File: src/verilog/spi_pkg.sv
`default_nettype none

package spi_pkg;

    localparam logic [11:0] ADDR_CR1 = 12'h000;
    localparam logic [11:0] ADDR_CR2 = 12'h004;
    localparam logic [11:0] ADDR_SR  = 12'h008;
    localparam logic [11:0] ADDR_DR  = 12'h00C;

    typedef struct packed {
        logic        psel;
        logic        penable;
        logic        pwrite;
        logic [11:0] paddr;
        logic [31:0] pwdata;
    } apb_req_t;

    typedef struct packed {
        logic [31:0] prdata;
    } apb_rsp_t;

    // bus view of CR1, bidi/crc and ss bits read as zero
    typedef struct packed {
        logic [19:0] rsvd;
        logic        dff;
        logic [2:0]  rsvd_ss;
        logic        lsbfirst;
        logic        spe;
        logic [2:0]  br;
        logic        mstr;
        logic        cpol;
        logic        cpha;
    } spi_cr1_t;

    typedef struct packed {
        logic [23:0] rsvd;
        logic        txeie;
        logic        rxneie;
        logic [5:0]  rsvd_lo;
    } spi_cr2_t;

    // error flags and chside sit in rsvd_err
    typedef struct packed {
        logic [23:0] rsvd;
        logic        bsy;
        logic [4:0]  rsvd_err;
        logic        rxne;
        logic        txe;
    } spi_sr_t;

    typedef struct packed {
        logic       dff;
        logic       lsbfirst;
        logic       spe;
        logic [2:0] br;
        logic       cpol;
        logic       cpha;
    } spi_cfg_t;

    typedef enum logic [1:0] {
        ST_OFF,
        ST_IDLE,
        ST_START,
        ST_DATA
    } spi_state_e;

    typedef struct packed {
        logic tx_load;
        logic rx_done;
        logic shift_tx;
        logic shift_rx;
        logic cnt_reload;
        logic sck_en;
    } spi_strobe_t;

    typedef struct packed {
        logic cnt_zero;
        logic cnt_half;
        logic bit_zero;
        logic sck_phase;
    } spi_timer_t;

endpackage

`default_nettype wire

File: src/verilog/spi_regs.sv
`timescale 1ns/1ps
`default_nettype none

module spi_regs import spi_pkg::*; (
    input  logic        clk,
    input  logic        rstn,
    input  apb_req_t    apb_req_i,
    output apb_rsp_t    apb_rsp_o,
    output spi_cfg_t    cfg_o,
    output logic        txe_o,
    output logic [15:0] tx_word_o,
    input  spi_strobe_t strobe_i,
    input  logic        bsy_i,
    input  logic [15:0] rx_word_i,
    output logic        irq_o
);

    logic        apb_wr;
    logic        apb_rd;
    spi_cr1_t    cr1_wr;
    spi_cr2_t    cr2_wr;
    spi_cr1_t    cr1_rd;
    spi_cr2_t    cr2_rd;
    spi_sr_t     sr_rd;
    logic [31:0] rdata;
    spi_cfg_t    cfg_q;
    logic        txeie_q;
    logic        rxneie_q;
    logic        txe_q;
    logic        rxne_q;
    logic        bsy_q;
    logic        rx_done_q;
    logic [15:0] tx_buf_q;
    logic [15:0] rx_buf_q;

    // setup phase only
    assign apb_wr = apb_req_i.psel && !apb_req_i.penable && apb_req_i.pwrite;
    assign apb_rd = apb_req_i.psel && !apb_req_i.penable && !apb_req_i.pwrite;
    assign cr1_wr = apb_req_i.pwdata;
    assign cr2_wr = apb_req_i.pwdata;

    always_ff @(posedge clk or negedge rstn) begin
        if (!rstn) begin
            cfg_q <= '0;
        end else if (apb_wr && apb_req_i.paddr == ADDR_CR1) begin
            cfg_q.cpha <= cr1_wr.cpha;
            cfg_q.cpol <= cr1_wr.cpol;
            cfg_q.spe  <= cr1_wr.spe;
            // frame format locked while enabled
            if (!cfg_q.spe) begin
                cfg_q.br       <= cr1_wr.br;
                cfg_q.lsbfirst <= cr1_wr.lsbfirst;
                cfg_q.dff      <= cr1_wr.dff;
            end
        end
    end

    always_ff @(posedge clk or negedge rstn) begin
        if (!rstn) begin
            txeie_q  <= 1'b0;
            rxneie_q <= 1'b0;
        end else if (apb_wr && apb_req_i.paddr == ADDR_CR2) begin
            txeie_q  <= cr2_wr.txeie;
            rxneie_q <= cr2_wr.rxneie;
        end
    end

    // tx buffer, a write with txe low is dropped
    always_ff @(posedge clk or negedge rstn) begin
        if (!rstn) begin
            tx_buf_q <= '0;
            txe_q    <= 1'b1;
        end else if (apb_wr && apb_req_i.paddr == ADDR_DR && txe_q) begin
            tx_buf_q <= apb_req_i.pwdata[15:0];
            txe_q    <= 1'b0;
        end else if (strobe_i.tx_load) begin
            txe_q <= 1'b1;
        end
    end

    always_ff @(posedge clk or negedge rstn) begin
        if (!rstn) begin
            rx_done_q <= 1'b0;
            bsy_q     <= 1'b0;
            rx_buf_q  <= '0;
            rxne_q    <= 1'b0;
        end else begin
            rx_done_q <= strobe_i.rx_done;
            bsy_q     <= bsy_i;
            if (rx_done_q) begin
                rx_buf_q <= rx_word_i;
            end
            if (apb_rd && apb_req_i.paddr == ADDR_DR) begin
                rxne_q <= 1'b0;
            end else if (rx_done_q) begin
                rxne_q <= 1'b1;
            end
        end
    end

    always_comb begin
        cr1_rd          = '0;
        cr1_rd.cpha     = cfg_q.cpha;
        cr1_rd.cpol     = cfg_q.cpol;
        cr1_rd.mstr     = 1'b1;
        cr1_rd.br       = cfg_q.br;
        cr1_rd.spe      = cfg_q.spe;
        cr1_rd.lsbfirst = cfg_q.lsbfirst;
        cr1_rd.dff      = cfg_q.dff;
        cr2_rd          = '0;
        cr2_rd.txeie    = txeie_q;
        cr2_rd.rxneie   = rxneie_q;
        sr_rd           = '0;
        sr_rd.txe       = txe_q;
        sr_rd.rxne      = rxne_q;
        sr_rd.bsy       = bsy_q;
        case (apb_req_i.paddr)
            ADDR_CR1: rdata = cr1_rd;
            ADDR_CR2: rdata = cr2_rd;
            ADDR_SR:  rdata = sr_rd;
            ADDR_DR:  rdata = {16'h0000, rx_buf_q};
            default:  rdata = '0;
        endcase
    end

    // valid in the access phase, zero otherwise
    always_ff @(posedge clk or negedge rstn) begin
        if (!rstn) begin
            apb_rsp_o.prdata <= '0;
        end else begin
            apb_rsp_o.prdata <= apb_rd ? rdata : 32'h0;
        end
    end

    assign cfg_o     = cfg_q;
    assign txe_o     = txe_q;
    assign tx_word_o = tx_buf_q;
    assign irq_o     = (txeie_q && txe_q) || (rxneie_q && rxne_q);

endmodule

`default_nettype wire

File: src/verilog/spi_fsm.sv
`timescale 1ns/1ps
`default_nettype none

module spi_fsm import spi_pkg::*; (
    input  logic        clk,
    input  logic        rstn,
    input  spi_cfg_t    cfg_i,
    input  logic        txe_i,
    input  spi_timer_t  timer_i,
    output spi_strobe_t strobe_o,
    output logic        bsy_o,
    output logic        nss_o
);

    spi_state_e state_q;
    spi_state_e state_d;
    logic       frame_end;
    logic       go;

    assign go        = timer_i.cnt_zero && cfg_i.spe && !txe_i;
    assign frame_end = timer_i.cnt_zero && timer_i.bit_zero;

    always_ff @(posedge clk or negedge rstn) begin
        if (!rstn) begin
            state_q <= ST_OFF;
        end else begin
            state_q <= state_d;
        end
    end

    always_comb begin
        state_d = state_q;
        case (state_q)
            ST_OFF: begin
                if (cfg_i.spe) state_d = ST_IDLE;
            end
            ST_IDLE: begin
                if (!cfg_i.spe) state_d = ST_OFF;
                else if (go) state_d = ST_START;
            end
            ST_START: begin
                if (timer_i.cnt_half) state_d = ST_DATA;
            end
            ST_DATA: begin
                // cpha 1 with data pending runs straight on
                if (frame_end && !(cfg_i.cpha && !txe_i)) state_d = ST_IDLE;
            end
            default: state_d = ST_OFF;
        endcase
    end

    always_comb begin
        strobe_o = '0;
        case (state_q)
            ST_OFF: begin
                strobe_o.cnt_reload = cfg_i.spe;
            end
            ST_IDLE: begin
                strobe_o.tx_load    = go;
                strobe_o.cnt_reload = go;
            end
            ST_START: begin
                // half period lead in, cpha 0 takes its first sample here
                strobe_o.cnt_reload = timer_i.cnt_half;
                strobe_o.shift_rx   = !cfg_i.cpha && timer_i.cnt_half;
            end
            ST_DATA: begin
                strobe_o.tx_load    = frame_end && !txe_i && cfg_i.cpha;
                strobe_o.rx_done    = frame_end;
                strobe_o.shift_tx   = cfg_i.cpha ? timer_i.cnt_zero : timer_i.cnt_half;
                strobe_o.shift_rx   = cfg_i.cpha ? timer_i.cnt_half : timer_i.cnt_zero;
                strobe_o.cnt_reload = timer_i.cnt_zero;
                strobe_o.sck_en     = 1'b1;
            end
            default: strobe_o = '0;
        endcase
    end

    assign bsy_o = (state_q == ST_START) || (state_q == ST_DATA);

    always_ff @(posedge clk or negedge rstn) begin
        if (!rstn) begin
            nss_o <= 1'b1;
        end else begin
            nss_o <= !bsy_o;
        end
    end

endmodule

`default_nettype wire

File: src/verilog/spi_baud_timer.sv
`timescale 1ns/1ps
`default_nettype none

module spi_baud_timer import spi_pkg::*; (
    input  logic        clk,
    input  logic        rstn,
    input  spi_cfg_t    cfg_i,
    input  spi_strobe_t strobe_i,
    output spi_timer_t  timer_o
);

    logic [7:0] baud_cnt;
    logic [7:0] reload_val;
    logic [3:0] bit_cnt;

    // 2^(br+1)-1, br of 7 wraps to 255
    assign reload_val = 8'((9'd1 << ({1'b0, cfg_i.br} + 4'd1)) - 9'd1);

    always_ff @(posedge clk or negedge rstn) begin
        if (!rstn) begin
            baud_cnt <= '0;
        end else if (strobe_i.cnt_reload) begin
            baud_cnt <= reload_val;
        end else if (!timer_o.cnt_zero) begin
            baud_cnt <= baud_cnt - 8'd1;
        end
    end

    always_ff @(posedge clk or negedge rstn) begin
        if (!rstn) begin
            bit_cnt <= '0;
        end else if (strobe_i.tx_load) begin
            bit_cnt <= cfg_i.dff ? 4'd15 : 4'd7;
        end else if (strobe_i.sck_en && timer_o.cnt_zero && !timer_o.bit_zero) begin
            bit_cnt <= bit_cnt - 4'd1;
        end
    end

    assign timer_o.cnt_zero  = (baud_cnt == 8'd0);
    assign timer_o.cnt_half  = (baud_cnt == (8'd1 << cfg_i.br));
    assign timer_o.bit_zero  = (bit_cnt == 4'd0);
    assign timer_o.sck_phase = baud_cnt[cfg_i.br];

endmodule

`default_nettype wire

File: src/verilog/spi_shifter.sv
`timescale 1ns/1ps
`default_nettype none

module spi_shifter import spi_pkg::*; (
    input  logic        clk,
    input  logic        rstn,
    input  spi_cfg_t    cfg_i,
    input  spi_strobe_t strobe_i,
    input  spi_timer_t  timer_i,
    input  logic [15:0] tx_word_i,
    input  logic        miso_i,
    output logic [15:0] rx_word_o,
    output logic        sclk_o,
    output logic        mosi_o
);

    logic [15:0] tx_sreg;
    logic [15:0] rx_sreg;
    logic        shift_rx_q;
    logic        clear_rx_q;
    logic        mosi_d;

    always_ff @(posedge clk or negedge rstn) begin
        if (!rstn) begin
            tx_sreg <= '0;
        end else if (strobe_i.tx_load) begin
            tx_sreg <= {tx_word_i[15:8] & {8{cfg_i.dff}}, tx_word_i[7:0]};
        end else if (strobe_i.shift_tx) begin
            if (cfg_i.lsbfirst) begin
                tx_sreg <= {1'b0, tx_sreg[15:1]};
            end else begin
                tx_sreg <= {tx_sreg[14:0], 1'b0};
            end
        end
    end

    // rx side runs one clk late to line up with the registered pins
    always_ff @(posedge clk or negedge rstn) begin
        if (!rstn) begin
            shift_rx_q <= 1'b0;
            clear_rx_q <= 1'b0;
        end else begin
            shift_rx_q <= strobe_i.shift_rx;
            clear_rx_q <= strobe_i.rx_done;
        end
    end

    always_ff @(posedge clk or negedge rstn) begin
        if (!rstn) begin
            rx_sreg <= '0;
        end else if (clear_rx_q) begin
            rx_sreg <= '0;
        end else if (shift_rx_q) begin
            case ({cfg_i.lsbfirst, cfg_i.dff})
                2'b00:   rx_sreg <= {8'h00, rx_sreg[6:0], miso_i};
                2'b01:   rx_sreg <= {rx_sreg[14:0], miso_i};
                2'b10:   rx_sreg <= {8'h00, miso_i, rx_sreg[7:1]};
                default: rx_sreg <= {miso_i, rx_sreg[15:1]};
            endcase
        end
    end

    always_comb begin
        case ({cfg_i.lsbfirst, cfg_i.dff})
            2'b00:   mosi_d = tx_sreg[7];
            2'b01:   mosi_d = tx_sreg[15];
            default: mosi_d = tx_sreg[0];
        endcase
    end

    always_ff @(posedge clk or negedge rstn) begin
        if (!rstn) begin
            sclk_o <= 1'b0;
            mosi_o <= 1'b0;
        end else begin
            sclk_o <= (timer_i.sck_phase && strobe_i.sck_en) ^ cfg_i.cpol;
            mosi_o <= mosi_d;
        end
    end

    assign rx_word_o = rx_sreg;

endmodule

`default_nettype wire

File: src/verilog/spi_master.sv
`timescale 1ns/1ps
`default_nettype none

module spi_master import spi_pkg::*; (
    input  logic     clk,
    input  logic     rstn,
    input  apb_req_t apb_req_i,
    output apb_rsp_t apb_rsp_o,
    output logic     sclk_o,
    output logic     nss_o,
    output logic     mosi_o,
    input  logic     miso_i,
    output logic     irq_o
);

    spi_cfg_t    cfg;
    spi_strobe_t strobe;
    spi_timer_t  timer;
    logic        txe;
    logic        bsy;
    logic [15:0] tx_word;
    logic [15:0] rx_word;

    spi_regs regs_i (
        .clk       (clk),
        .rstn      (rstn),
        .apb_req_i (apb_req_i),
        .apb_rsp_o (apb_rsp_o),
        .cfg_o     (cfg),
        .txe_o     (txe),
        .tx_word_o (tx_word),
        .strobe_i  (strobe),
        .bsy_i     (bsy),
        .rx_word_i (rx_word),
        .irq_o     (irq_o)
    );

    spi_fsm fsm_i (
        .clk      (clk),
        .rstn     (rstn),
        .cfg_i    (cfg),
        .txe_i    (txe),
        .timer_i  (timer),
        .strobe_o (strobe),
        .bsy_o    (bsy),
        .nss_o    (nss_o)
    );

    spi_baud_timer timer_i (
        .clk      (clk),
        .rstn     (rstn),
        .cfg_i    (cfg),
        .strobe_i (strobe),
        .timer_o  (timer)
    );

    spi_shifter shifter_i (
        .clk       (clk),
        .rstn      (rstn),
        .cfg_i     (cfg),
        .strobe_i  (strobe),
        .timer_i   (timer),
        .tx_word_i (tx_word),
        .miso_i    (miso_i),
        .rx_word_o (rx_word),
        .sclk_o    (sclk_o),
        .mosi_o    (mosi_o)
    );

endmodule

`default_nettype wire

File: config.mk
export PLATFORM = sky130hd
export DESIGN_NAME = spi_master
export DESIGN_NICKNAME = d
export VERILOG_FILES = /design/src/verilog/spi_pkg.sv /design/src/verilog/spi_regs.sv /design/src/verilog/spi_fsm.sv /design/src/verilog/spi_baud_timer.sv /design/src/verilog/spi_shifter.sv /design/src/verilog/spi_master.sv
export SDC_FILE = /design/constraint.sdc
export NUM_CORES = 1
export LEC_CHECK = 0
export ABC_AREA = 1
export ABC_CLOCK_PERIOD_IN_PS = 3800
export BUFFER_PORTS_ARGS = -buffer_cell sky130_fd_sc_hd__buf_2
export CAP_MARGIN = 20
export CELL_PAD_IN_SITES_DETAIL_PLACEMENT = 1
export CELL_PAD_IN_SITES_GLOBAL_PLACEMENT = 1
export CORE_MARGIN = 2
export CORE_UTILIZATION = 46
export DETAILED_ROUTE_END_ITERATION = 10
export PLACE_DENSITY_LB_ADDON = 0.1
export SYNTH_ARGS = -nofsm -noshare
export SYNTH_HDL_FRONTEND = slang
export SYNTH_SLANG_ARGS = --single-unit
File: constraint.sdc
create_clock -name clk -period 3.8 [get_ports clk]
set_input_delay 0.38 -clock clk [delete_from_list [all_inputs] [get_ports clk]]
set_output_delay 0.38 -clock clk [all_outputs]
set_load 0.005 [all_outputs]
==> impl_metrics.json <==
{
  "outcome": "complete, no violations",
  "cap_violations": 0,
  "vias": 4873,
  "netlist_area_mm2": 0.00578,
  "crit_path_end_kind": "flop",
  "fin_crit_sh_pct": 78.1,
  "place.gp.congestion": 0.822,
  "finalClockSkew_ns": 0.00501,
  "dp_hpwl_um": 10500,
  "viasPerCell": 5.18,
  "grt.overflow.total": 0,
  "setup_viol": 0,
  "first_iter_violations": 191,
  "maxSlewHeadroom_pct": 39.5,
  "p_sw_share_pct": 31.9,
  "ant_nets": 0,
  "cts_resized": 0,
  "drt-total-wl_um": 14500,
  "ys_warn_count": 0,
  "antenna_cells": 0,
  "grt_pass1_vias": 5060,
  "holdBufCountCts": 0,
  "port-buffer-count": 53,
  "initial_core_util_pct": 47.6,
  "critPathMaxFanout": 8,
  "synth_top_flop_cell": "dfrtp_1",
  "wl_per_cell_um": 15.4,
  "cts_sinks": 112,
  "antenna_found_initial": 0,
  "fillers": 1531,
  "grt_start_max_net_pins": 70,
  "route.detailed.drc": 0,
  "dieArea_mm2": 0.0135,
  "finalHoldViolCount": 0,
  "clk_latency_ns": 0.36,
  "drive_gt1_share_pct": 14.6,
  "intPower_mw": 1.99,
  "clockRootBuffer": "clkbuf_16",
  "clk_path_buf_depth": 2,
  "yosys.cell_types.count": 38,
  "cts_tree": "done",
  "yosysMostFrequentCell": "nand2_1",
  "p_sw_uw": 932,
  "syn_inst": 721,
  "path_class": "flop to flop",
  "rsz0062_at_grt": "false",
  "track_usage_pct": 23.4,
  "power_frac_comb_pct": 22.8,
  "worst_slew_pin_slew_ns": 0.907,
  "coreArea_mm2": 0.0122,
  "cts_buffers": 9,
  "synth_top_area_share_pct": 47.6,
  "min_period_ns": 2.97,
  "max-vdd-ir-drop_v": 0.000268,
  "die_x_um": 116,
  "die_h_um": 116,
  "grt_pass1_wl_um": 24800,
  "timing.fmax_mhz": 337,
  "ys_ff_latch": 112,
  "yosys-top-cells-area": "dfrtp_1, nand2_1, o21ai_0",
  "crit_buf_inv": 2,
  "worstPathArrival_ns": 3.19,
  "io_pins": 86,
  "cp-start-kind": "flop",
  "worstPathCellList": "nand2_1, inv_1, ha_1, inv_1, nand2_1, nand2_1, nor2_1, nand3_1, nor2_2, nand3_2, nand2_4, nand3_1, nand2_4, ha_1, nand3_2, nor2_4, nand2_1, nand2_1, a21oi_1",
  "row_count": 40,
  "avgSynthCellArea_um2": 8.02,
  "htree_levels": 3,
  "cp_common_cell": "nand2_1",
  "synth_common_cells": "nand2_1, dfrtp_1, inv_1, o21ai_0, nand3_1",
  "area_delta_synth_final_pct": 11.5,
  "dr.pass1.iters": 4,
  "p_clk_share_pct": 33.5,
  "ys_async_sr_fraction_pct": 100,
  "worst_path_max_delay_cell": "dfrtp_1",
  "crit_family": "simple AND/OR/NAND/NOR gates",
  "nets": 830,
  "slew_viol_final": 0,
  "power_mw": 2.92,
  "tns_ns": 0,
  "postCtsSetupBuffers": 0,
  "min_path_type": "input port to asynchronous set/reset pin",
  "clk_pin_slew_ns": 0.07,
  "seqPwrFrac_pct": 43.7,
  "synth_edf_count": 0,
  "p_per_area_mw_per_mm2": 453,
  "leakage_nw": 3.28,
  "required_ns": 4.02,
  "yosysTopAreaCell": "dfrtp_1",
  "critPathMaxStageDelay_ns": 0.56,
  "ys_seq_area_share_pct": 48.5
}
## cell type report
class | count | area [µm²] | share of cell area [%]
clock buffer | 12 | 246 | 3.82
tap | 168 | 210 | 3.26
timing repair buffer | 59 | 313 | 4.85
inverter | 109 | 409 | 6.34
sequential | 112 | 2810 | 43.5
clock inverter | 4 | 51.3 | 0.795
multi-input combinational | 477 | 2410 | 37.4
## cells in the final DEF, fill, tap and decap left out, types with 4 or more instances in the layout
cell type,Yosys,routed
nor2_1,34,34
buf_2,1,52
nand2_2,7,7
o21ai_0,86,86
ha_1,12,12
nand4_1,6,6
clkbuf_16,0,9
dfrtp_1,110,110
mux2_2,11,11
a21oi_1,17,16
o221ai_1,4,4
conb_1,1,16
nand2_1,185,185
nand3_1,49,49
inv_2,5,5
o22ai_1,19,19
buf_4,17,7
inv_1,103,103
## routing by layer
metal  track usage, %  vias up  wire length (µm)
li1                 -     2377                 -
met1             30.1     2415              6650
met2             40.8       63              7320
met3             3.58       18               296
met4             7.54        0               238
met5                0        -                 0
## worst paths after layout
check                                              from              endpoint  slack, ns  depth (start not counted)
worst max-delay path                    regs_i.cfg_o[2]   timer_i.baud_cnt[6]       0.83                         19
worst min-delay path                               rstn   regs_i.apb_rsp_o[6]       0.15                          1
worst max register to register          regs_i.cfg_o[2]   timer_i.baud_cnt[6]       0.83                         19
worst min register to register  shifter_i.rx_word_o[13]   regs_i.rx_buf_q[13]       0.48                          2
max in group asynchronous                          rstn       regs_i.cfg_o[2]       2.77                          2
min in group clk                          apb_req_i[14]  regs_i.tx_word_o[14]       0.25                          2
## cell families (layout without fill, tap and decap cells)
family	Yosys count	count (layout)	synth area share [%]
XOR/XNOR	2	2	0.303
buffers and inverters	147	184	10.8
AND/OR/NAND/NOR	300	300	22.7
adder cells (fa/ha/maj)	12	12	2.60
AO/OA/AOI/OAI	136	136	12.9
other	1	16	0.0648
multiplexers	11	11	2.14
flip-flops	112	112	48.5
## per-stage QoR
| step | cell area [µm²] | utilization [%] | instances | hold slack (ns) | setup WS [ns] |
|---|---|---|---|---|---|
| 2_1_floorplan | 5840 | - | 736 | 0.0844 | 1.42 |
| 3_3_place_gp | 6150 | 50.6 | 925 | 0.468 | 1.02 |
| 3_5_place_dp | 6150 | 50.6 | 925 | 0.471 | 0.828 |
| 4_1_cts | 6450 | 53.0 | 941 | 0.188 | 0.823 |
| 5_1_grt | 6450 | 53.0 | 941 | 0.222 | 0.525 |
| 6_report | 6450 | 53.0 | 941 | 0.148 | 0.831 |
## worst register-to-register path, delay by kind of cell (launching register included)
family | cells | cell delay (ns)
buffers and inverters | 2 | 0.22
DFF | 1 | 0.56
and+or+nand+nor | 14 | 1.62
AOI/OAI and AO/OA | 1 | 0.06
adders and majority gates | 2 | 0.38
## power by group through the flow
stage	Combinational (mW)	Sequential [mW]	Clock, mW
CTS	0.679	1.28	0.997
finish	0.667	1.28	0.977
global route	0.773	1.28	1.05
detailed placement	0.674	1.30	0
global placement	0.642	1.30	0
floorplan	0.506	1.29	0
## registers in the layout, indices dropped and copies added, names as in the netlist, 2 cells and up
register,cells
fsm_i.state_q,2
regs_i.apb_rsp_o,16
regs_i.cfg_o,8
regs_i.rx_buf_q,16
regs_i.tx_word_o,16
shifter_i.rx_word_o,16
shifter_i.tx_sreg,16
timer_i.baud_cnt,8
timer_i.bit_cnt,4
Power figures use the tool's default switching activity.
